`config.mk`:
```
export PLATFORM = sky130hd
export DESIGN_NAME = read_mux
export DESIGN_NICKNAME = d
export VERILOG_FILES = /design/src/hdl/main_bus_pkg.sv /design/src/hdl/read_mux.sv
export SDC_FILE = /design/constraint.sdc
export NUM_CORES = 1
export LEC_CHECK = 0
export ABC_AREA = 1
export BUFFER_PORTS_ARGS = -buffer_cell sky130_fd_sc_hd__buf_2
export CORE_MARGIN = 3
export CORE_UTILIZATION = 36
export CTS_CLUSTER_DIAMETER = 80
export DETAILED_ROUTE_END_ITERATION = 8
export PLACE_DENSITY = 0.81
export SYNTH_ARGS = -nofsm -noshare
export SYNTH_HDL_FRONTEND = slang
export SYNTH_SLANG_ARGS = --single-unit
export TNS_END_PERCENT = 50
```
`constraint.sdc`:
```
create_clock -name clk -period 0.8 [get_ports clk]
set_input_delay 0.16 -clock clk [delete_from_list [all_inputs] [get_ports clk]]
set_output_delay 0.16 -clock clk [all_outputs]
set_load 0.01 [all_outputs]
```
`src/hdl/main_bus_pkg.sv`:
```
// Shared constants for the main CPU bus glue
// Region indices of the programmable mapper, bus widths,
// key table geometry and the cabinet input word layout

`default_nettype none

package main_bus_pkg;

    // Mapper regions
    localparam int sel_w = 3;
    localparam logic [sel_w-1:0] reg_mem = 3'd0;
    localparam logic [sel_w-1:0] reg_scr = 3'd1;
    localparam logic [sel_w-1:0] reg_pal = 3'd2;
    localparam logic [sel_w-1:0] reg_obj = 3'd3;
    localparam logic [sel_w-1:0] reg_io  = 3'd4;
    localparam logic [sel_w-1:0] reg_sub = 3'd5;

    localparam int region_count = 6;

    // CPU word address runs from bit 23 down to bit 1
    localparam int addr_w = 23;
    localparam int data_w = 16;

    // Windows compare the top address byte
    localparam int win_w = 8;

    // Decryption key table, 8K bytes
    localparam int key_aw = 13;
    localparam int key_w  = 8;

    // Cabinet inputs
    localparam int joy_w = 8;
    localparam int dip_w = 8;
    localparam int btn_w = 2;

    // IO word select on addr bits 2:1
    localparam logic [1:0] io_joy1 = 2'd0;
    localparam logic [1:0] io_joy2 = 2'd1;
    localparam logic [1:0] io_dip  = 2'd2;
    localparam logic [1:0] io_sys  = 2'd3;

endpackage

`default_nettype wire

```
`src/hdl/read_mux.sv`:
```
// CPU read data multiplexer
// Registered selection between memories, video and cabinet inputs

`timescale 1ns/1ns
`default_nettype none

module read_mux
    import main_bus_pkg::*;
(
    input  wire                 clk,
    input  wire                 rst,
    input  wire                 ram_cs,
    input  wire                 vram_cs,
    input  wire                 rom_cs,
    input  wire                 char_cs,
    input  wire                 pal_cs,
    input  wire                 objram_cs,
    input  wire                 io_cs,
    input  wire                 none_cs,
    input  wire  [data_w-1:0]   ram_data,
    input  wire  [data_w-1:0]   dec,
    input  wire  [data_w-1:0]   char_dout,
    input  wire  [data_w-1:0]   pal_dout,
    input  wire  [data_w-1:0]   obj_dout,
    input  wire  [addr_w:1]     addr,
    input  wire  [joy_w-1:0]    joystick1,
    input  wire  [joy_w-1:0]    joystick2,
    input  wire  [dip_w-1:0]    dipsw_a,
    input  wire  [dip_w-1:0]    dipsw_b,
    input  wire  [btn_w-1:0]    start_button,
    input  wire  [btn_w-1:0]    coin_input,
    input  wire                 service,
    output logic [data_w-1:0]   rdata
);

    logic [data_w-1:0] cab_dout;

    // Unused cabinet bits read as ones
    always_comb begin
        case (addr[2:1])
            io_joy1: cab_dout = {{(data_w-joy_w){1'b1}}, joystick1};
            io_joy2: cab_dout = {{(data_w-joy_w){1'b1}}, joystick2};
            io_dip:  cab_dout = {dipsw_b, dipsw_a};
            io_sys:  cab_dout = {{(data_w-1-2*btn_w){1'b1}}, service,
                                 start_button, coin_input};
            default: cab_dout = '1;
        endcase
    end

    // Open bus for none_cs and for no select
    always_ff @(posedge clk or posedge rst) begin
        if (rst) begin
            rdata <= '1;
        end else begin
            rdata <= (ram_cs || vram_cs) ? ram_data  :
                     rom_cs              ? dec       :
                     char_cs             ? char_dout :
                     pal_cs              ? pal_dout  :
                     objram_cs           ? obj_dout  :
                     io_cs               ? cab_dout  :
                                           '1;
        end
    end

endmodule

`default_nettype wire

```
After elaboration in Yosys (flattened, before gate mapping)

Index checks and enable logic that the tools add are counted.

Register bits after elaboration: 16
Output and inout bits: 16
Input port bits: 150
Logic and storage cells: 13

Equality and inequality tests: 3
Muxes and demuxes: 7
Reductions and logical operators: 2

Operators by type and width:

| kind                 | number |
|---|---|
| $mux W16             | 6 |
| $pmux W16 S4         | 1 |
| $eq A2 B2 Y1 const B | 2 |
| $eq A2 B1 Y1 const B | 1 |
| $logic_not A2 Y1     | 1 |
| $logic_or A1 B1 Y1   | 1 |

Depth between registers and ports, before layout

Word-level depth: 8
Gate-level depth with buffers: 12
Depth with buffers taken out: 11

Least setup slack after synthesis

OpenSTA, ideal clock, no wires.

Path kind: input to register
Start: input port addr[2] in the netlist's numbering
End: register rdata[11]
Arrival: 0.978 ns
Buffers on the path: 2
Required time: 0.721 ns
Stages on the path: 7
Slack: -0.257 ns
Setup time: 0.079 ns
Path through: buf_4 buf_4 nand4_2 o21ai_1 nand3_1 nand3_1 a21oi_1

Word-level cells in the longest chain between the ends: 8
Elaborated cells on any way between the ends: 11
Classes of those cells: 3 x eq/ne; 7 x mux; 1 x reduce/logical

Ends and longest elaborated chain:

| item                                       | RTL line       | source |
|---|---|---|
| start, declared                            | read_mux.sv:25 | `input wire [addr_w:1] addr,` |
| $eq A2 B2 Y1, or another cell as far along | read_mux.sv:40 | `case (addr[2:1])` |
| $pmux W16 S4 (*)                           | read_mux.sv:40 |  |
| $mux W16 (*)                               | read_mux.sv:60 | `io_cs ? cab_dout :` |
| $mux W16 (*)                               | read_mux.sv:59 | `objram_cs ? obj_dout :` |
| $mux W16 (*)                               | read_mux.sv:58 | `pal_cs ? pal_dout :` |
| $mux W16 (*)                               | read_mux.sv:57 | `char_cs ? char_dout :` |
| $mux W16 (*)                               | read_mux.sv:56 | `rom_cs ? dec :` |
| $mux W16 (*)                               | read_mux.sv:55 | `rdata <= (ram_cs \|\| vram_cs) ? ram_data :` |
| end signal, assigned                       | read_mux.sv:55 |  |
| end, declared                              | read_mux.sv:33 | `output logic [data_w-1:0] rdata` |

Mark *: on every way between the ends. The rest lies on a longest branch, timed or not.

Final worst setup path

Start: register rdata[5]
End: output port rdata[5]

No word-level cell between the ends.

==> flow_metrics.tcl <==
set metrics [dict create \
    status "finished with violations" \
    violations "setup timing" \
    cts_tree "done" \
    grt_usage_pct 22.3 \
    grt_setup_unrepaired "yes" \
    vias 2368 \
    post_cts_buffers 0 \
    power_per_cell_area_mw_per_mm2 1060 \
    synth_simple_gate_area_share_pct 54.0 \
    detail_route.vias_per_cell 4.68 \
    yosysSeqAreaShare_pct 25.8 \
    regMostFlops "rdata" \
    leakagePower_nw 1.60 \
    grt_max_degree 18 \
    dpl.cell_count 502 \
    top_regs "rdata x16" \
    die_h_um 73.3 \
    ant_nets 0 \
    die_x_um 73.3 \
    post-dp-hpwl_mm 4.88 \
    netlist_area_mm2 0.00163 \
    cpPeakStageDelay_ps 540 \
    slew_violations 0 \
    maxCapViolations 0 \
    cp_max_fo 1 \
    cp_num_buf_inv 1 \
    hold-path-endpoint "rdata[4]" \
    fin_crit_sh_pct 132 \
    worst-setup-path-type "reg -> out" \
    synth.mux.area_fraction_pct 0 \
    synthAdderAreaFrac_pct 0 \
    synth_top_family_by_area "simple AND/OR/NAND/NOR gates" \
    synth-compound-area-share_pct 10.7 \
    syn_to_final_growth_pct 69.5 \
    cts_buffers 3 \
    avgSynthCellArea_um2 5.38 \
    dieArea_mm2 0.00537 \
    start_util_pct 39.1 \
    setup.worst_path.end_class "output port" \
    whs_path_depth 3 \
    grt_pass1_wl_mm 9.40 \
    drive_above_1_share_pct 45.4 \
    path_clk_slew_ps 70 \
    hp-start "ram_data[4]" \
    fp-row-count 23 \
    clock-sinks 16 \
    dp_slack_ps -398 \
    synthCells 303 \
    ys_types 17 \
    tns_ps -4000 \
    crit_family "flip-flops" \
    place.gp.congestion 0.918 \
    cp.required_ps 640 \
    vdd_drop_max_mv 0.676 \
    yosys.area_share.xor_xnor_pct 0 \
    largest_reg_flops 16 \
    hold_viol_final 0 \
    grt_antenna_before_repair 0 \
    period_needed_ps 1060 \
    max_freq_ghz 0.946 \
    drt-total-wl_mm 6.11 \
    cts.hold.buffers_added 0 \
    setup_ws_ps -257 \
    startpoint_type "flop" \
    clock_tree.buffer_depth 2 \
    relSlewSlack_pct 71.2 \
    final_cells 506 \
    ys_warn_count 0 \
    setup_violations 26 \
    drtIter0Drc 112 \
    port-buffer-count 143 \
    grt_pass1_vias 2223 \
    path_cells "buf_6" \
    holdCritPathClass "in -> reg" \
    root_buffer "clkbuf_8" \
    drt_pre_antenna_iters 4 \
    nNetsFinal 607 \
    h-tree-depth 1 \
    coreArea_mm2 0.00417 \
    slowest_stage "dfstp_2" \
    cp.arrival_ps 900 \
    antenna_cells_inserted 0 \
    wire_per_inst_um 12.1 \
    io_pins 166 \
    ys_ff_latch 16 \
    overflow 0 \
    post-route-drc-count 0 \
    hold-worst-slack_ps 96.4 \
    synth_nets 453 \
    tightest_slew_ps 431 \
]
[cells in the final DEF (no fill, tap or decap), drive strengths merged]
master / instances
nand2: 111
buf: 164
o21ai: 15
clkbuf: 4
dfstp: 16
a21oi: 20
nand3: 22
nor2: 70
inv: 22
nand4: 4
or2: 8
[synthesized netlist by cell type]
library cell / instances / area, um2
nor2_2: 1 / 6.26
nand4_2: 1 / 12.5
nand4_1: 3 / 18.8
dfstp_2: 16 / 420
o21ai_1: 8 / 40.0
clkbuf_1: 9 / 33.8
buf_4: 3 / 22.5
inv_1: 20 / 75.1
buf_2: 3 / 15.0
nor2_1: 68 / 255
or2_2: 8 / 50.1
nor2_4: 1 / 11.3
o21ai_0: 7 / 35.0
a21oi_1: 20 / 100
inv_2: 2 / 7.51
nand3_1: 22 / 110
nand2_1: 111 / 417
[layer usage]
layer	global-route usage [%]	routed length [um]
met5	0	0
met3	3.97	582
met1	27.1	2370
met2	40.5	3070
met4	5.23	86
[report_power, final]
| group | total [W] | switching (W) | internal (W) |
|---|---|---|---|
| Clock | 0.000734 | 0.000296 | 0.000437 |
| Sequential | 0.000970 | 0.0000376 | 0.000933 |
| Combinational | 0.00122 | 0.000580 | 0.000640 |
[per-stage QoR]
step	total power (W)	area, um2	util (%)
6_report	0.00292	2760	66.2
2_1_floorplan	0.00151	1680	-
3_3_place_gp	0.00205	2560	61.3
3_5_place_dp	0.00206	2560	61.3
4_1_cts	0.00290	2740	65.7
5_1_grt	0.00313	2760	66.2
[area by class of cell]
| class | count | area [um2] |
|---|---|---|
| fillers | 369 | 1410 |
| multi-input cells | 250 | 1110 |
| repair buffers | 164 | 1030 |
| flip-flops and latches | 16 | 420 |
| inverters | 22 | 90.1 |
| well taps | 50 | 62.6 |
| clock buffers | 4 | 55.1 |
[cells by family (layout without fill, tap and decap cells)]
kind of cell           after synthesis  after routing
and+or+nand+nor                    215            215
buffers and inverters               37            190
DFF                                 16             16
AOI/OAI and AO/OA                   35             35
[how the worst max path moves through the flow]
stage	startpoint	end	slack, ps	cells after the start
6_report	rdata[5]	rdata[5]	-260	1
5_1_grt	rdata[12]	rdata[12]	-280	1
4_1_cts	rdata[15]	rdata[15]	-260	1
3_5_place_dp	addr[2]	rdata[0]	-400	12
3_3_place_gp	addr[2]	rdata[0]	-370	12
2_1_floorplan	addr[2]	rdata[2]	-170	12
[what timing repair did]
item / CTS / global route
setup endpoints to repair: 32 / 32
resized for setup: 24 / 6
pin swaps: 7 / 3
Power figures use the tool's default switching activity.
