<file path="src/hdl/main_bus_pkg.sv">
// Shared constants for the main CPU bus glue
// Region indices of the programmable mapper, bus widths,
// key table geometry and the cabinet input word layout

`default_nettype none

package main_bus_pkg;

    // Mapper regions
    localparam int sel_w = 3;
    localparam logic [sel_w-1:0] reg_mem = 3'd0;
    localparam logic [sel_w-1:0] reg_scr = 3'd1;
    localparam logic [sel_w-1:0] reg_pal = 3'd2;
    localparam logic [sel_w-1:0] reg_obj = 3'd3;
    localparam logic [sel_w-1:0] reg_io  = 3'd4;
    localparam logic [sel_w-1:0] reg_sub = 3'd5;

    localparam int region_count = 6;

    // CPU word address runs from bit 23 down to bit 1
    localparam int addr_w = 23;
    localparam int data_w = 16;

    // Windows compare the top address byte
    localparam int win_w = 8;

    // Decryption key table, 8K bytes
    localparam int key_aw = 13;
    localparam int key_w  = 8;

    // Cabinet inputs
    localparam int joy_w = 8;
    localparam int dip_w = 8;
    localparam int btn_w = 2;

    // IO word select on addr bits 2:1
    localparam logic [1:0] io_joy1 = 2'd0;
    localparam logic [1:0] io_joy2 = 2'd1;
    localparam logic [1:0] io_dip  = 2'd2;
    localparam logic [1:0] io_sys  = 2'd3;

endpackage

`default_nettype wire

</file>
<file path="src/hdl/bus_ctrl.sv">
// Bus control block
// Registers the chip selects from the active region and the strobes,
// then answers the master with DTACK once the selected slave is ready

`timescale 1ns/1ns
`default_nettype none

module bus_ctrl
    import main_bus_pkg::*;
(
    input  wire                     clk,
    input  wire                     rst,
    input  wire  [addr_w:1]         addr,
    input  wire                     asn,
    input  wire                     rnw,
    input  wire  [1:0]              dsn,
    input  wire  [region_count-1:0] active,
    input  wire                     none,
    input  wire                     ram_ok,
    input  wire                     dec_ok,
    output logic                    rom_cs,
    output logic                    ram_cs,
    output logic                    vram_cs,
    output logic                    char_cs,
    output logic                    pal_cs,
    output logic                    objram_cs,
    output logic                    io_cs,
    output logic                    sub_cs,
    output logic                    none_cs,
    output logic                    dtackn
);

    logic ds_low;
    logic strobe_ok;
    logic mem_ram;
    logic scr_char;
    logic ready;

    assign ds_low    = ~&dsn;
    // Writes wait for a data strobe, reads only need AS
    assign strobe_ok = !asn && (ds_low || rnw);
    // Top quarter of the memory region is work RAM
    assign mem_ram   = addr[18:17] == 2'b11;
    assign scr_char  = addr[16];

    always_ff @(posedge clk or posedge rst) begin
        if (rst) begin
            rom_cs    <= 1'b0;
            ram_cs    <= 1'b0;
            vram_cs   <= 1'b0;
            char_cs   <= 1'b0;
            pal_cs    <= 1'b0;
            objram_cs <= 1'b0;
            io_cs     <= 1'b0;
            sub_cs    <= 1'b0;
            none_cs   <= 1'b0;
        end else if (strobe_ok) begin
            rom_cs    <= active[reg_mem] && !mem_ram;
            ram_cs    <= active[reg_mem] && mem_ram && ds_low;
            char_cs   <= active[reg_scr] && scr_char;
            vram_cs   <= active[reg_scr] && !scr_char && ds_low;
            pal_cs    <= active[reg_pal];
            objram_cs <= active[reg_obj];
            io_cs     <= active[reg_io];
            sub_cs    <= active[reg_sub];
            none_cs   <= none;
        end else begin
            rom_cs    <= 1'b0;
            ram_cs    <= 1'b0;
            vram_cs   <= 1'b0;
            char_cs   <= 1'b0;
            pal_cs    <= 1'b0;
            objram_cs <= 1'b0;
            io_cs     <= 1'b0;
            sub_cs    <= 1'b0;
            none_cs   <= 1'b0;
        end
    end

    // Internal slaves answer as soon as they are selected
    assign ready = ((ram_cs || vram_cs) && ram_ok)
                 || (rom_cs && dec_ok)
                 || char_cs || pal_cs || objram_cs
                 || io_cs || sub_cs || none_cs;

    // DTACK holds low until the master releases AS
    always_ff @(posedge clk or posedge rst) begin
        if (rst) begin
            dtackn <= 1'b1;
        end else if (asn) begin
            dtackn <= 1'b1;
        end else if (ready) begin
            dtackn <= 1'b0;
        end
    end

endmodule

`default_nettype wire

</file>
<file path="config.mk">
export PLATFORM = sky130hd
export DESIGN_NAME = bus_ctrl
export DESIGN_NICKNAME = d
export VERILOG_FILES = /design/src/hdl/main_bus_pkg.sv /design/src/hdl/bus_ctrl.sv
export SDC_FILE = /design/constraint.sdc
export NUM_CORES = 1
export LEC_CHECK = 0
export ABC_AREA = 1
export ABC_CLOCK_PERIOD_IN_PS = 1310
export BUFFER_PORTS_ARGS = -buffer_cell sky130_fd_sc_hd__clkbuf_2
export CORE_AREA = 2 2 39 41
export DETAILED_ROUTE_END_ITERATION = 10
export DIE_AREA = 0 0 41 43
export PLACE_DENSITY_LB_ADDON = 0.15
export SLEW_MARGIN = 15
export SYNTH_ARGS = -nofsm -noshare
export SYNTH_HDL_FRONTEND = slang
export SYNTH_SLANG_ARGS = --single-unit
</file>
<file path="constraint.sdc">
create_clock -name clk -period 1.31 [get_ports clk]
set_input_delay 0.262 -clock clk [delete_from_list [all_inputs] [get_ports clk]]
set_output_delay 0.262 -clock clk [all_outputs]
set_load 0.1 [all_outputs]
</file>
# Word-level counts from Yosys, hierarchy flattened
# Index checks and enable logic that the tools add are counted.
# totals
register_bits	10
in_bits	38
output_inout_bits	10
wordCells	46
# op_classes
eq_ne	1
mux	11
reduce_logical	24
# op_table
cell	count
two-way mux 1 bit	11
logical AND 1 bit	9
logical OR 1 bit	9
logical NOT 1 bit	4
equality test 2 bit (second input constant)	1
AND reduction 2 bit	1
nonzero test 2 bit	1

# Depth between registers and ports, before layout
# depth
ltp_word	11
mapped_depth	5

# Worst setup path before layout
# No wires, ideal clock.
# synth_timing
path_type	flip-flop to flip-flop
startpoint	reg vram_cs
endpoint	reg dtackn
setup_time_ns	0.078
arrival_ns	1.233
required_time_ns	1.232
path_slack_ns	-0.001
stages_incl_launch_ff	6
n_path_buf	0
path_cell_list	dfrtp_1 nor2_1 nor2_1 nor2_1 nand2_1 nand2_1
# synth_between
elab_chain_len	10
# synth_lines
item	line_no	text
from (decl)	bus_ctrl.sv:23	output logic vram_cs,
from (signal assigned)	bus_ctrl.sv:61	vram_cs <= active[reg_scr] && !scr_char && ds_low;
logical OR 1 bit	bus_ctrl.sv:81	assign ready = ((ram_cs || vram_cs) && ram_ok)
logical AND 1 bit	bus_ctrl.sv:81	
logical OR 1 bit	bus_ctrl.sv:82	|| (rom_cs && dec_ok)
logical OR 1 bit (3 in series)	bus_ctrl.sv:83	|| char_cs || pal_cs || objram_cs
logical OR 1 bit (3 in series)	bus_ctrl.sv:84	|| io_cs || sub_cs || none_cs;
nonzero test 2 bit (no line)	n/a	
to (signal assigned)	bus_ctrl.sv:89	dtackn <= 1'b1;
to (signal assigned)	bus_ctrl.sv:91	dtackn <= 1'b1;
to (signal assigned)	bus_ctrl.sv:93	dtackn <= 1'b0;
to (decl)	bus_ctrl.sv:30	output logic dtackn
# No other way between the ends.
# A chain may end at the register's enable or synchronous reset.

# Worst setup path after layout
# layout_timing
startpoint	reg dtackn
endpoint	out dtackn
# No word-level cell between the ends.

==> summary.md <==
| Metric | Value |
|---|---|
| Min-Delay Path Class | in -> reg |
| Crit start category | flip-flop |
| Avg Cell Area, Syn | around 8.8 µm² |
| CP cell instances | buf_12 |
| DR WL/cell | approximately 9 µm |
| Synth Register Bits | 10 |
| Layout Skew | around 2.1 ps |
| Switch share | between 30% and 40% |
| Vias | around 400 |
| IO Count | 48 |
| Sequential Area | 253 µm² |
| DR iter-0 viols | 1 |
| P&R area growth vs syn | 85.7% |
| Routability cong. | 0.732 |
| Height of the chip | approximately 43 µm |
| Synth Net Count | 85 |
| Maximum vdd drop | 0.596 mV |
| MaxCap Viol Count | 0 |
| Vias per inst | ~4.3 |
| Vias in the first global route | 381 |
| Arr. time, crit path | ~990 ps |
| CORE AREA | 1380 µm² |
| Sw Pwr | between 200 and 300 µW |
| Clk slew on worst S/H paths | approximately 70 ps |
| Share of cells above drive strength 1 | around 44% |
| Fin nets | 118 |
| Initial Util | 29.7% |
| Tot GR Track Use | 12.6% |
| Flop pwr share | around 39% |
| Pin count of the biggest net entering global routing | 11 |
| Row cnt | 14 |
| Final Max Slew Viols | 0 |
| Post-Syn Instances | 47 |
| Drt pass-1 iters | 2 |
| Relative slew slack | 75.3% |
| CTS tree | built |
| Hold Vio Cnt, Final | 0 |
| Seq/Total Area, Yosys | 61.1% |
| Pint | 590 µW |
| Final setup violation count | 0 |
| WHS Endpoint | io_cs$_DFF_PP0_ |
| Post-layout min period | ~1200 ps |
| Largest fanout on the critical path | 2 |
| Hold path cells | 3 |
| Skew-Pair Late Insertion Delay | ~260 ps |
| Post-route ant nets | 0 |
| Mapped cell area | between 400 and 500 µm² |
| Die footprint | 1760 µm² |
| Max clock buf depth | 2 |
| Top delay family on crit path | flip-flops |
| Tcrit/Tclk final | 95.4% |
| Gr ovfl total | 0 |
| Die Width | approximately 41 µm |
| CP Buf/Inv Count | 1 |
| Fill count | approximately 130 |
| Reg2reg end | dtackn$_DFFE_PP1P_ |
| Crit path kind | reg -> out |
| Fin area | roughly 760 µm² |
| Leak Pwr | ~0.00042 µW |
| CP Depth | 1 |
| Total Wirelength | 855 µm |
| CP required | ~1100 ps |
| Num CTS Buffers | 3 |
| RSZ-0062 raised after global routing | false |
| Clk pwr share | a little under a third |
| PwrDens | 1140 nW/µm² |
| HPWL Detailed | between 700 and 800 µm |
| Multi-input gate area | about 130 µm² |
| Combinational Power Share | roughly 29% |
| Initial antenna violation count | 0 |
| Worst Max-Slew Pin Slew | 370 ps |
| CTS root buffer | clkbuf_4 |
| Yosys warnings | 0 |
| Synth cell types | 9 |
| R2r worst-path depth | 4 |
| I/O Buffers | 27 |
| H-tree levels | 1 |
| R2r setup slk | 450 ps |
| F_max | 800 MHz |
| Placed cell area | roughly 700 µm² |
| Clk sinks | 10 |
| TNS Setup | 0 ps |
| Residual DRC count | 0 |
| Antenna fix cells | 0 |
| Critical Path End Type | primary output |
| HP Start | active[4] |
| Reg2reg start | dtackn$_DFFE_PP1P_ |
| CTS resizes | 0 |
| Slowest stage cell, crit path | dfstp_2 |
| CP max stage delay | between 500 and 600 ps |
| Status | completed |
| Global-route wire length before repair | about 1400 µm |
==> kinds of logic (layout without fill, tap and decap cells) <==
kind of cell	after synthesis	after routing	synth area share, %
and+or+nand+nor	27	27	26.8
DFF	10	10	61.1
buffers and inverters	9	41	8.21
AOI/OAI and AO/OA	1	1	3.95
==> layer usage <==
layer  wire length (µm)  up-vias  share of wire [%]  global-route usage [%]
met4                 14        0                1.6                    10.0
li1                   -      202                  -                       -
met1                266      183                 31                    12.4
met2                519       17                 61                    20.6
met5                  0        -                  0                       0
met3                 53        2                6.2                    3.14
==> worst min-delay path, delay by kind of cell <==
| family | cells | cell delay [ps] |
|---|---|---|
| buffers and inverters | 2 | 120 |
| and+or+nand+nor | 1 | 30 |
==> what timing repair did <==
action                                 in CTS  in global routing
hold buffers                                1                  0
buffers inserted                            0                  0
endpoints found under the hold margin       9                  0
==> synthesized netlist by cell type (all sizes together) <==
| cell type | n | area [µm²] |
|---|---|---|
| nand2 | 9 | 36.3 |
| nor2 | 16 | 60.1 |
| nand4 | 1 | 6.26 |
| o21ai | 1 | 16.3 |
| inv | 9 | 33.8 |
| nand3b | 1 | 7.51 |
| dfrtp | 9 | 225 |
| dfstp | 1 | 26.3 |
==> power by group through the flow <==
stage / clock network, µW / logic [µW] / registers (µW)
floorplan: 0 / 38.7 / 455
global placement: 0 / 254 / 348
detailed placement: 0 / 256 / 349
CTS: 289 / 259 / 343
global route: 303 / 272 / 344
finish: 277 / 255 / 343
==> layout by cell type (no fill, tap or decap) <==
master         count
clkbuf_8           1
dfrtp_1            8
clkbuf_2          17
dfstp_2            1
nand3b_1           1
dfrtp_2            1
nand2_1            8
clkbuf_4           3
dlygate4sd3_1      1
nand4_1            1
o21ai_4            1
inv_1              9
buf_12            10
nand2_2            1
nor2_1            16
==> layout make-up <==
type / count / area share, %
well taps: 16 / 2.62
inverters: 9 / 4.42
repair buffers: 28 / 38.6
multi-input cells: 28 / 16.5
clock buffers: 4 / 4.75
flip-flops and latches: 10 / 33.1
==> metrics by stage <==
stage / power (µW) / util [%] / cells / setup slack [ps] / hold slack (ps)
floorplan: 494 / - / 47 / 13.8 / 101
global placement: 602 / 51.9 / 90 / 343 / 232
detailed placement: 605 / 51.9 / 90 / 344 / 240
CTS: 890 / 55.2 / 95 / 46.1 / 171
global route: 919 / 55.2 / 95 / 33.8 / 185
finish: 875 / 55.2 / 95 / 60.1 / 179
==> how the worst max path moves through the flow <==
stage                         from  slack [ps]                  to
2_1_floorplan  objram_cs$_DFF_PP0_          10  dtackn$_DFFE_PP1P_
3_5_place_dp    dtackn$_DFFE_PP1P_         340              dtackn
5_1_grt         dtackn$_DFFE_PP1P_          30              dtackn
3_3_place_gp    dtackn$_DFFE_PP1P_         340              dtackn
4_1_cts         dtackn$_DFFE_PP1P_          50              dtackn
6_report        dtackn$_DFFE_PP1P_          60              dtackn
Note: power is estimated with default switching activity, not from simulation.
