<file path="config.mk">
export PLATFORM = sky130hd
export DESIGN_NAME = region_mapper
export DESIGN_NICKNAME = d
export VERILOG_FILES = /design/src/hdl/main_bus_pkg.sv /design/src/hdl/region_mapper.sv
export SDC_FILE = /design/constraint.sdc
export NUM_CORES = 1
export LEC_CHECK = 0
export ABC_AREA = 1
export BUFFER_PORTS_ARGS = -buffer_cell sky130_fd_sc_hd__buf_2
export CORE_MARGIN = 1
export CORE_UTILIZATION = 30
export CTS_BUF_LIST = sky130_fd_sc_hd__clkbuf_4
export DETAILED_ROUTE_END_ITERATION = 8
export GPL_TIMING_DRIVEN = 0
export PLACE_DENSITY_LB_ADDON = 0.08
export RECOVER_POWER = 50
export SETUP_SLACK_MARGIN = 0.4
export SYNTH_ARGS = -nofsm -noshare
export SYNTH_HDL_FRONTEND = slang
export SYNTH_SLANG_ARGS = --single-unit
</file>
<file path="constraint.sdc">
create_clock -name clk -period 3.6 [get_ports clk]
set_input_delay 0.54 -clock clk [delete_from_list [all_inputs] [get_ports clk]]
set_output_delay 0.54 -clock clk [all_outputs]
set_load 0.1 [all_outputs]
</file>
<file path="src/hdl/main_bus_pkg.sv">
// Shared constants for the main CPU bus glue
// Region indices of the programmable mapper, bus widths,
// key table geometry and the cabinet input word layout

`default_nettype none

package main_bus_pkg;

    // Mapper regions
    localparam int sel_w = 3;
    localparam logic [sel_w-1:0] reg_mem = 3'd0;
    localparam logic [sel_w-1:0] reg_scr = 3'd1;
    localparam logic [sel_w-1:0] reg_pal = 3'd2;
    localparam logic [sel_w-1:0] reg_obj = 3'd3;
    localparam logic [sel_w-1:0] reg_io  = 3'd4;
    localparam logic [sel_w-1:0] reg_sub = 3'd5;

    localparam int region_count = 6;

    // CPU word address runs from bit 23 down to bit 1
    localparam int addr_w = 23;
    localparam int data_w = 16;

    // Windows compare the top address byte
    localparam int win_w = 8;

    // Decryption key table, 8K bytes
    localparam int key_aw = 13;
    localparam int key_w  = 8;

    // Cabinet inputs
    localparam int joy_w = 8;
    localparam int dip_w = 8;
    localparam int btn_w = 2;

    // IO word select on addr bits 2:1
    localparam logic [1:0] io_joy1 = 2'd0;
    localparam logic [1:0] io_joy2 = 2'd1;
    localparam logic [1:0] io_dip  = 2'd2;
    localparam logic [1:0] io_sys  = 2'd3;

endpackage

`default_nettype wire

</file>
<file path="src/hdl/region_mapper.sv">
// Programmable address region mapper
// Six base/mask windows on the top address byte, first match wins,
// one-hot region output plus a flag for unmapped addresses

`timescale 1ns/1ns
`default_nettype none

module region_mapper
    import main_bus_pkg::*;
(
    input  wire                     clk,
    input  wire                     rst,
    input  wire  [addr_w:1]         addr,
    input  wire                     cfg_we,
    input  wire  [sel_w-1:0]        cfg_sel,
    input  wire  [win_w-1:0]        cfg_base,
    input  wire  [win_w-1:0]        cfg_mask,
    output logic [region_count-1:0] active,
    output logic                    none
);

    logic [win_w-1:0]        base_r [region_count];
    logic [win_w-1:0]        mask_r [region_count];
    logic [region_count-1:0] en_r;
    logic [region_count-1:0] hit;
    logic [win_w-1:0]        top;

    assign top = addr[addr_w:addr_w-win_w+1];

    // Window registers, all disabled out of reset
    always_ff @(posedge clk or posedge rst) begin
        if (rst) begin
            for (int i = 0; i < region_count; i++) begin
                base_r[i] <= '1;
                mask_r[i] <= '1;
            end
            en_r <= '0;
        end else if (cfg_we && cfg_sel < region_count) begin
            base_r[cfg_sel] <= cfg_base;
            mask_r[cfg_sel] <= cfg_mask;
            en_r[cfg_sel]   <= 1'b1;
        end
    end

    // Mask bits set to one take part in the compare
    always_comb begin
        for (int i = 0; i < region_count; i++) begin
            hit[i] = en_r[i] && (((top ^ base_r[i]) & mask_r[i]) == '0);
        end
    end

    // Lowest numbered window has priority
    always_comb begin
        active = '0;
        none   = 1'b1;
        for (int i = 0; i < region_count; i++) begin
            if (none && hit[i]) begin
                active[i] = 1'b1;
                none      = 1'b0;
            end
        end
    end

endmodule

`default_nettype wire

</file>
# Word level (Yosys, flattened, before mapping)
# Index checks and enable logic that the tools add are counted.
# totals
output_inout_bits	7
in_bits	45
reg_bits	102
# classes
bitwise_logic	14
n_mux	18
reduce_logical	20
n_lt_le_gt_ge	5
# ops
operator	count
48-bit bitwise mux	2
8-bit AND	6
8-bit logical NOT	6
8-bit XOR	6
8-bit demux with 3-bit select	1
1-bit logical AND	14
1-bit two-way mux	13
8-bit two-way mux	1
6-bit OR	1
4-bit greater-or-equal comparator (second input constant)	1
3-bit by 4-bit less-than comparator with 1-bit output (second input constant)	1
4-bit by 1-bit less-than comparator with 1-bit output (second input constant)	1
3-bit NOT with 4-bit output	1
1-bit demux with 3-bit select	1
3-bit by 1-bit greater-or-equal comparator with 1-bit output (second input constant)	1
3-bit less-than comparator (second input constant)	1

# Logic depth before layout (Yosys ltp)
# Gate-level depths: netlist (run 1).
# depth
word_depth	15
mapped_depth	11
mapped_depth_nobuf	10

# Worst setup path after synthesis (run 1)
# No wires, ideal clock.
# synth_path
kind	input-to-output
startpoint	input port addr[23] (netlist name)
endpoint	output port active[2]
n_path_buf	1
cell_stages	9
setup_slack_ps	-52
t_arrival_ps	3112
required_time_ps	3060
cell_sequence	buf_4 > inv_2 > nand2_1 > nand3_1 > nand2_1 > nor2_1 > nand3_2 > nand2_1 > nor3_1
# synth_via
elab_chain_len	9
elab_cells_between_ends	17
cone_classes	3 x mux; 6 x bitwise; 8 x reduce/logical
# synth_rtl
item	line_no	source
from (decl)	region_mapper.sv:13	input wire [addr_w:1] addr,
8-bit XOR	region_mapper.sv:48	hit[i] = en_r[i] && (((top ^ base_r[i]) & mask_r[i]) == '0);
8-bit AND	region_mapper.sv:48	
8-bit logical NOT	region_mapper.sv:48	
1-bit logical AND	region_mapper.sv:48	
1-bit two-way mux	region_mapper.sv:57	if (none && hit[i]) begin
1-bit logical AND	region_mapper.sv:57	
1-bit two-way mux	region_mapper.sv:57	
1-bit logical AND *	region_mapper.sv:57	
1-bit two-way mux *	region_mapper.sv:57	
to (decl)	region_mapper.sv:18	output logic [region_count-1:0] active,
# Mark *: on every way between the ends. The rest lies on a longest branch, timed or not.

# Worst setup path in the final report (run 1)
# layout_path
startpoint	register base_r[37] (netlist name)
endpoint	output port active[4]
# layout_via
elab_chain_len	12
# layout_rtl
item	line_no	source
from (decl)	region_mapper.sv:22	logic [win_w-1:0] base_r [region_count];
from (signal, indexed assignment)	region_mapper.sv:39	base_r[cfg_sel] <= cfg_base;
8-bit XOR *	region_mapper.sv:48	
8-bit AND *	region_mapper.sv:48	
8-bit logical NOT *	region_mapper.sv:48	
1-bit logical AND *	region_mapper.sv:48	
1-bit logical AND *	region_mapper.sv:57	
1-bit two-way mux *	region_mapper.sv:57	
1-bit logical AND	region_mapper.sv:57	
1-bit two-way mux *	region_mapper.sv:57	
1-bit logical AND	region_mapper.sv:57	
1-bit two-way mux *	region_mapper.sv:57	
1-bit logical AND *	region_mapper.sv:57	
1-bit two-way mux *	region_mapper.sv:57	
# Marks and branches as above.

==> results.tsv, run 1 <==
metric	value	unit
nFillCells	1654	
clk_transition_reported_paths	0.16	ns
post-route-min-period	2.99	ns
crit_path_max_incr_delay	0.57	ns
drt_pre_antenna_iters	5	
register_area_share_after_synthesis	0.563	
stdcell_count	836	
synth.top_cells.by_area	dfstp_2, nand2_1, o21ai_0, o21ai_1, nor2_1	
die_w	128	microns
maxCapViolations	2	
clock-sinks	102	
critical_path.most_common_cell	nand2_1	
cp.buffers_inverters	2	
number_of_slew_limit_violations_in_the_final_report	105	
detailedPlacementHpwl	9.34	mm
synth_largest_type_area_fraction	0.532	
largest_net_degree_at_the_start_of_global_routing	70	
fin_setup_tns	0	ns
grt_usage	0.176	
worst-slew-pin-transition	1.74	ns
clock_path_buffers	2	
wl_per_cell	15.8	microns
post_synth.cell_area_avg	8.25	sq um
first_pass_grt_wire_length	21.0	mm
mappedNetlistNets	620	
cts_tree	done	
routed_wl	13.2	mm
final_layout_size_suffix_gt1_frac	0.268	
vias_in_the_first_global_route	3736	
drt_iter0_drc	217	
number_of_storage_elements_in_the_synthesis_netlist	102	
headroom_to_the_max_slew_limit	-0.160	
cpMaxStageDelayCell	dfstp_2	
post_cts.repair.setup_buffers	0	
met3_usage	0.0409	
core_box_area	0.0153	sq mm
drc	0	
regToRegSetupSlack	2.80	ns
grt_antenna_before_repair	1	
critical_path.max_fanout	3	
p_leak	2.40	nW
die_h	128	microns
ios	52	
critPathArrivalTime	2.45	ns
run_status	finished with violations	
start_util	0.310	
die-area	0.0163	sq mm
clk_latency	0.47	ns
grt_overflow	0	
timing.final.setup_violations	0	
rsz0062_at_grt	no	
area_growth_syn_to_layout	13.1	%
share_clk_of_total_power	0.236	
hold-worst-slack	0.413	ns
grt_use_met1	0.234	
hold_class	input pin to asynchronous set/reset pin	
post_synth_instance_area	0.00475	sq mm
critical_path_class	flip-flop to primary output	
routabilityCongestion	0.744	
dpl.cell_count	818	
pwr-share-comb	0.250	
antenna_left	0	
num_cts_buffers	9	
skew	0	ns
worstRegToRegCells	2	
cts.htree.levels	3	
layout.area.seq	0.00267	sq mm
kind_of_end_point_of_the_critical_path	primary output	
power.share.sequential	0.514	
critPathLaunchType	flip-flop	
post-route-period-util	0.831	
syn-instance-count	575	
nNetsFinal	663	
multi_input_area	0.00177	sq mm
timing.final.hold_violations	0	
power.density	588	mW/mm^2
clock_root_buffer	clkbuf_4	
violated_checks	max-capacitance violations, max-slew violations	
yosys_warnings	0	
intPower	0.00208	W
post_synth_num_cell_types	24	
place.port_buffers	31	
sw_frac_of_total	0.340	
maxClockFrequency	334	MHz
cp_data_required_time	3.06	ns
worstReg2RegStart	mask_r[21]$_DFFE_PP1P_	
routed-via-count	3792	
cell_type_contributing_the_most_total_cell_area_after_synthesis	dfstp_2	
via_count_normalized_by_instance_count	4.54	
timing.rr.end	mask_r[21]$_DFFE_PP1P_	
path_cells	inv_1 -> nand2_1 -> nand3_1 -> nand2_1 -> nor2_1 -> nand3_2 -> nand2_1 -> nor2_2 -> nand2_1 -> nor2_1 -> buf_2	
top_usage_layer	met2	
power.ir.vdd_worst	0.307	mV
netSwitchingPower	0.00107	W
met2_usage	0.290	
row_count	45	
worst_path_dominant_cell_family	simple AND/OR/NAND/NOR gates	
[synthesized netlist by cell type]
cell / instances
nand3_2: 3
buf_6: 1
buf_4: 7
nor2_2: 3
inv_2: 6
xor2_1: 6
or2_1: 5
clkbuf_1: 18
nand3b_1: 1
o21ai_2: 1
dfstp_2: 96
nand2_1: 193
nor3_1: 2
nand4_1: 1
nor3_2: 1
nor2_1: 49
a32o_1: 1
inv_1: 43
o22ai_1: 3
a21oi_1: 4
nand3_1: 20
o21ai_1: 50
dfrtp_1: 6
o21ai_0: 55
[per-layer routing]
layer	vias up	wire length, microns
met5	-	0
li1	1903	-
met3	7	510
met1	1828	6280
met2	54	6270
met4	0	118
[final cells by class]
cell class,instances,area share
Sequential cell,102,0.498
Timing Repair Buffer,32,0.0308
Tap cell,211,0.0492
Clock inverter,7,0.0210
Clock buffer,9,0.0126
Multi-Input combinational cell,398,0.329
Buffer,26,0.0245
Antenna cell,2,0.000932
Inverter,49,0.0345
[state kept, by name, summed over array words and instances, names as in the netlist]
name    flops
mask_r     48
base_r     48
en_r        6
[power groups by stage]
stage	Sequential, W	Combinational [W]	Clock, W
floorplan	0.00161	0.000627	0
global placement	0.00163	0.000788	0
detailed placement	0.00164	0.000803	0
CTS	0.00162	0.000804	0.000779
global route	0.00165	0.000889	0.000813
finish	0.00162	0.000789	0.000746
[metrics by stage]
stage,instance area [sq um],setup WS (ns),util,power (W)
5_1_grt,5370,0.410,0.351,0.00336
3_5_place_dp,5200,0.841,0.340,0.00244
6_report,5370,0.609,0.351,0.00316
4_1_cts,5380,0.502,0.351,0.00320
3_3_place_gp,5170,-0.944,0.338,0.00242
2_1_floorplan,4750,0.505,-,0.00223
[cell families after synthesis]
family / share of synthesized area
and+or+nand+nor: 0.236
AOI/OAI and AO/OA: 0.123
DFF: 0.563
buffers and inverters: 0.0664
xor gates and xnor gates: 0.0111
[how the worst max path moves through the flow]
stage                            from                  end  slack, ns  cells after the start
3_3_place_gp                      rst  en_r[1]$_DFFE_PP0P_      -0.94                      2
5_1_grt                           rst  en_r[1]$_DFFE_PP0P_       0.41                      3
4_1_cts        base_r[37]$_DFFE_PP1P_                 none       0.50                     11
2_1_floorplan                addr[18]                 none       0.51                     11
3_5_place_dp                 addr[22]                 none       0.84                     12
6_report       base_r[37]$_DFFE_PP1P_            active[4]       0.61                     11
[layout by cell type (no fill, tap or decap), drive strengths merged]
| cell | n |
|---|---|
| clkinv | 4 |
| buf | 37 |
| clkinvlp | 1 |
| diode | 2 |
| nor2 | 52 |
| or2 | 5 |
| dfstp | 96 |
| dfrtp | 6 |
| nand3 | 23 |
| clkbuf | 30 |
| xor2 | 6 |
| nor3 | 3 |
| nand2 | 193 |
| o21ai | 106 |
| inv | 48 |
| a32o | 1 |
| bufinv | 3 |
| o22ai | 3 |
| nand3b | 1 |
| nand4 | 1 |
| a21oi | 4 |
[what timing repair did]
item | CTS | global route
endpoints found under the setup margin | 0 | 2
gates resized for setup | 0 | 2
hold buffers | 0 | 0
Power figures use the tool's default switching activity.
==> run 2, diff against run 1 <==
- clock period: 3.6 -> 2.7 ns (I/O delays scaled with it)
==> run 2 against run 1 <==
  * The flow still finishes with violations (max-capacitance violations, max-slew violations)
  * Sequential share of layout area down 2.5 points
  * Sequential power up 34%
  * Non-clock buffer count up 8
  * Register-to-register slack worse by 0.90 ns
  * Sequential cell count unchanged
  * Global-route usage down 0.18 points
  * Worst hold slack worse by 0.093 ns
  * Combinational power up 79%
  * Worst setup slack worse by 0.41 ns
  * Critical endpoint is now none
==> results.tsv, run 2 (synthesis gave the netlist of run 1 again) <==
metric	value	unit
clock_root_buffer	clkbuf_4	
first_pass_grt_wire_length	20.6	mm
place.port_buffers	31	
p_leak	2.46	nW
sw_frac_of_total	0.357	
grt_use_met1	0.230	
critical_path.most_common_cell	nor2_4	
routed_wl	13.3	mm
share_clk_of_total_power	0.166	
crit_path_max_incr_delay	0.57	ns
clock-sinks	102	
die-area	0.0163	sq mm
detailedPlacementHpwl	9.66	mm
clock_path_buffers	2	
timing.final.hold_violations	0	
vias_in_the_first_global_route	3682	
intPower	0.00275	W
pwr-share-comb	0.329	
clk_transition_reported_paths	0.16	ns
path_cells	inv_1 -> nand2_1 -> nand3_2 -> nand2_2 -> nor2_4 -> nand3_4 -> nand2_4 -> nor2_4 -> nand3_4 -> nor2_4 -> buf_12	
hold_class	input pin to flip-flop	
clk_latency	0.45	ns
grt_usage	0.174	
critical_path.max_fanout	3	
hold-worst-slack	0.319	ns
critPathLaunchType	flip-flop	
critPathArrivalTime	2.10	ns
skew	0	ns
layout.cells.most_common	nand2_1	
nFillCells	1651	
core_box_area	0.0153	sq mm
most-common-layout-cells	nand2_1, dfstp_2, o21ai_0	
nNetsFinal	671	
post-route-min-period	2.51	ns
row_count	45	
post-route-period-util	0.928	
via_count_normalized_by_instance_count	4.63	
area_growth_syn_to_layout	19.1	%
wl_per_cell	15.8	microns
routabilityCongestion	0.720	
power.density	758	mW/mm^2
cts.htree.levels	3	
kind_of_end_point_of_the_critical_path	primary output	
die_w	128	microns
cpMaxStageDelayCell	dfstp_2	
met3_usage	0.0417	
drt_iter0_drc	189	
largestRegisters	base_r (48), mask_r (48), en_r (6)	
met2_usage	0.290	
start_util	0.310	
top_usage_layer	met2	
ios	52	
num_cts_buffers	9	
timing.final.setup_violations	0	
violated_checks	max-capacitance violations, max-slew violations	
rsz0062_at_grt	yes	
power.share.sequential	0.506	
drt_pre_antenna_iters	4	
cp_data_required_time	2.30	ns
grt_antenna_before_repair	1	
headroom_to_the_max_slew_limit	-0.191	
netSwitchingPower	0.00153	W
number_of_slew_limit_violations_in_the_final_report	60	
grt_overflow	0	
worst-slew-pin-transition	1.79	ns
antenna_left	0	
final_layout_size_suffix_gt1_frac	0.322	
power.ir.vdd_worst	0.458	mV
run_status	finished with violations	
maxClockFrequency	399	MHz
drc	0	
largest_net_degree_at_the_start_of_global_routing	34	
placement.cell_area	0.00526	sq mm
regToRegSetupSlack	1.90	ns
fin_setup_tns	0	ns
maxCapViolations	2	
critical_path_class	flip-flop to primary output	
die_h	128	microns
layout.core_utilization	0.369	
cts_tree	done	
finished_layout_cell_area	0.00565	sq mm
routed-via-count	3909	
## run 2: power by group through the flow
stage / combinational, W / clock, W / sequential (W)
after floorplan: 0.000872 / 0 / 0.00214
after global placement: 0.00108 / 0 / 0.00217
after detailed placement: 0.00111 / 0 / 0.00218
after CTS: 0.00132 / 0.000762 / 0.00216
after global routing: 0.00155 / 0.000818 / 0.00221
final: 0.00141 / 0.000710 / 0.00217
## run 2: critical path: cells and delay by family, from the launching register on
family                 cells  cell delay (ns)
and+or+nand+nor            9             0.84
DFF                        1             0.57
buffers and inverters      2             0.22
## run 2: routing by layer
metal / part of all wire / routed length [microns]
met1: 0.46 / 6130
met2: 0.50 / 6630
met3: 0.039 / 516
met4: 0.0035 / 46
met5: 0 / 0
## run 2: final cells by class
class,instances,area [sq um],share of cell area
multi-input combinational,398,1960,0.346
buffer,26,131,0.0232
timing repair buffer,40,323,0.0571
inverter,49,188,0.0332
sequential,102,2670,0.473
clock buffer,13,97.6,0.0173
clock inverter,3,12.5,0.00221
tap,211,264,0.0467
antenna,2,5.00,0.000886
## run 2: per-stage QoR
step,power [W],std cells,setup WS [ns]
final,0.00428,844,0.195
after global routing,0.00458,843,0.0248
after CTS,0.00424,837,0.130
after detailed placement,0.00330,820,0.0401
after global placement,0.00326,817,0.0643
after floorplan,0.00301,575,0.128
## run 2: final timing paths
| check | startpoint | to | cells after the start |
|---|---|---|---|
| worst max-delay path | base_r[37]$_DFFE_PP1P_ | none | 11 |
| worst min-delay path | cfg_mask[4] | mask_r[36]$_DFFE_PP1P_ | 3 |
| worst max register to register | base_r[33]$_DFFE_PP1P_ | base_r[33]$_DFFE_PP1P_ | 2 |
| worst min register to register | en_r[3]$_DFFE_PP0P_ | en_r[3]$_DFFE_PP0P_ | 2 |
| max in group asynchronous | rst | en_r[2]$_DFFE_PP0P_ | 3 |
| min in group asynchronous | rst | base_r[2]$_DFFE_PP1P_ | 2 |
## run 2: repair_timing
item	4_1_cts	5_1_grt
hold buffers	0	0
resized for setup	48	26
pin swaps	3	17
endpoints found under the setup margin	7	7
buffers inserted	1	5
==> run 3, diff against run 2 <==
- CORE_ASPECT_RATIO: unset -> 0.75
- CTS_CLUSTER_DIAMETER: unset -> 30
- SLEW_MARGIN: unset -> 20
==> run 3 against run 2 <==
  * The run now ends clean
  * Sequential power about the same
  * Fmax down 0.79%
  * Critical path depth is 2 lower
  * Largest cell class unchanged
==> results.tsv, run 3 (synthesis gave the netlist of run 1 again) <==
metric	value	unit
clk_latency	0.46	ns
ios	52	
cts_tree	done	
headroom_to_the_max_slew_limit	0.312	
grt_usage	0.180	
largest_net_degree_at_the_start_of_global_routing	33	
largestRegisters	base_r (48), mask_r (48), en_r (6)	
area_growth_syn_to_layout	21.8	%
finalPower	0.00445	W
most-common-layout-cells	nand2_1, dfstp_2, o21ai_0	
clk_transition_reported_paths	0.14	ns
timing.final.hold_violations	0	
first_pass_grt_wire_length	21.8	mm
p_leak	2.54	nW
grt_antenna_before_repair	1	
clock-sinks	102	
final_layout_size_suffix_gt1_frac	0.336	
skew	0	ns
nNetsFinal	683	
row_count	39	
power.share.sequential	0.486	
run_status	finished, final reports clean	
drt_pre_antenna_iters	4	
antenna_left	0	
routabilityCongestion	0.756	
place.port_buffers	31	
stdcell_count	849	
core_box_area	0.0153	sq mm
maxClockFrequency	396	MHz
critical_path_class	flip-flop to primary output	
timing.final.setup_violations	0	
post-route-min-period	2.53	ns
dpl.cell_count	814	
finished_layout_cell_area	0.00578	sq mm
nFillCells	1602	
die_w	147	microns
wl_per_cell	16.5	microns
intPower	0.00287	W
path_cells	nor2_1 -> nor2_1 -> nor2_2 -> nand3_2 -> nor2_2 -> nor2_4 -> nand3_4 -> nor2_4 -> buf_12	
clock_root_buffer	clkbuf_4	
worst-slew-pin-transition	1.03	ns
critPathLaunchType	flip-flop	
die_h	111	microns
drc	0	
hold_class	input pin to flip-flop	
cts.htree.levels	3	
detailedPlacementHpwl	10.1	mm
crit_path_max_incr_delay	0.57	ns
start_util	0.310	
via_count_normalized_by_instance_count	4.72	
kind_of_end_point_of_the_critical_path	primary output	
num_cts_buffers	9	
placement.cell_area	0.00526	sq mm
layout.cells.most_common	nand2_1	
drt_iter0_drc	207	
routed-via-count	4007	
grt_overflow	0	
number_of_slew_limit_violations_in_the_final_report	0	
maxCapViolations	0	
vias_in_the_first_global_route	3864	
power.density	770	mW/mm^2
power.ir.vdd_worst	0.454	mV
critical_path.max_fanout	3	
sw_frac_of_total	0.356	
routed_wl	14.0	mm
post-route-period-util	0.935	
cp_data_required_time	2.30	ns
die-area	0.0163	sq mm
netSwitchingPower	0.00159	W
share_clk_of_total_power	0.181	
critPathArrivalTime	2.12	ns
pwr-share-comb	0.333	
clock_path_buffers	2	
cpMaxStageDelayCell	dfstp_2	
rsz0062_at_grt	yes	
[run 3: cell types whose count changed in the layout (fill, tap and decap cells not counted), sizes merged]
cell / previous run / this run
diode: 2 / 1
bufinv: 0 / 1
buf: 44 / 56
clkbuf: 35 / 31
dlygate4sd3: 0 / 1
clkinvlp: 1 / 4
clkinv: 3 / 2
[run 3: cell type report]
class	count	area, sq um	share of cell area
Buffer	26	131	0.0227
Sequential cell	102	2670	0.462
Inverter	49	185	0.0320
Antenna cell	1	2.50	0.000433
Timing Repair Buffer	52	453	0.0784
Clock buffer	10	75.1	0.0130
Clock inverter	6	62.6	0.0108
Tap cell	205	256	0.0444
Multi-Input combinational cell	398	1940	0.336
[run 3: per-layer routing]
layer	global-route usage	routed length, microns
met4	0.0426	157
met2	0.279	6370
met3	0.0313	469
met5	0	0
met1	0.260	7000
[run 3: stage by stage]
step           worst slack [ns]   util  hold WS (ns)  TNS, ns
2_1_floorplan             0.128      -         0.423        0
3_3_place_gp            -0.0288  0.339         0.434  -0.0565
3_5_place_dp            -0.0396  0.343         0.443  -0.0735
4_1_cts                   0.102  0.377         0.297        0
5_1_grt                  0.0397  0.377         0.318        0
6_report                  0.175  0.377         0.320        0
[run 3: worst paths after layout]
path / depth (start not counted) / startpoint / endpoint / slack [ns]
max reg2reg: 4 / base_r[33]$_DFFE_PP1P_ / base_r[33]$_DFFE_PP1P_ / 1.76
min reg2reg: 2 / en_r[1]$_DFFE_PP0P_ / en_r[1]$_DFFE_PP0P_ / 0.47
min in group asynchronous: 3 / rst / en_r[5]$_DFFE_PP0P_ / 0.64
min: 3 / cfg_base[1] / base_r[25]$_DFFE_PP1P_ / 0.32
max in group asynchronous: 5 / rst / base_r[39]$_DFFE_PP1P_ / 0.68
max: 9 / base_r[25]$_DFFE_PP1P_ / active[5] / 0.17
[run 3: timing repair]
item / CTS / global route
gates resized for setup: 62 / 7
setup buffers: 15 / 2
endpoints found under the setup margin: 7 / 7
hold endpoints to repair: 2 / 0
pin swaps: 16 / 12
hold buffers: 1 / 0
[run 3: power groups by stage]
| stage | Combinational (W) | Sequential [W] | Clock, W |
|---|---|---|---|
| final | 0.00148 | 0.00216 | 0.000806 |
| after global routing | 0.00161 | 0.00220 | 0.000904 |
| after detailed placement | 0.00113 | 0.00218 | 0 |
| after CTS | 0.00147 | 0.00216 | 0.000849 |
| after floorplan | 0.000872 | 0.00214 | 0 |
| after global placement | 0.00110 | 0.00218 | 0 |
[run 3: critical path, delay by kind of cell (launching register included)]
family | cells | cell delay [ns]
buf+inv | 1 | 0.18
flops | 1 | 0.57
simple gates | 8 | 0.91
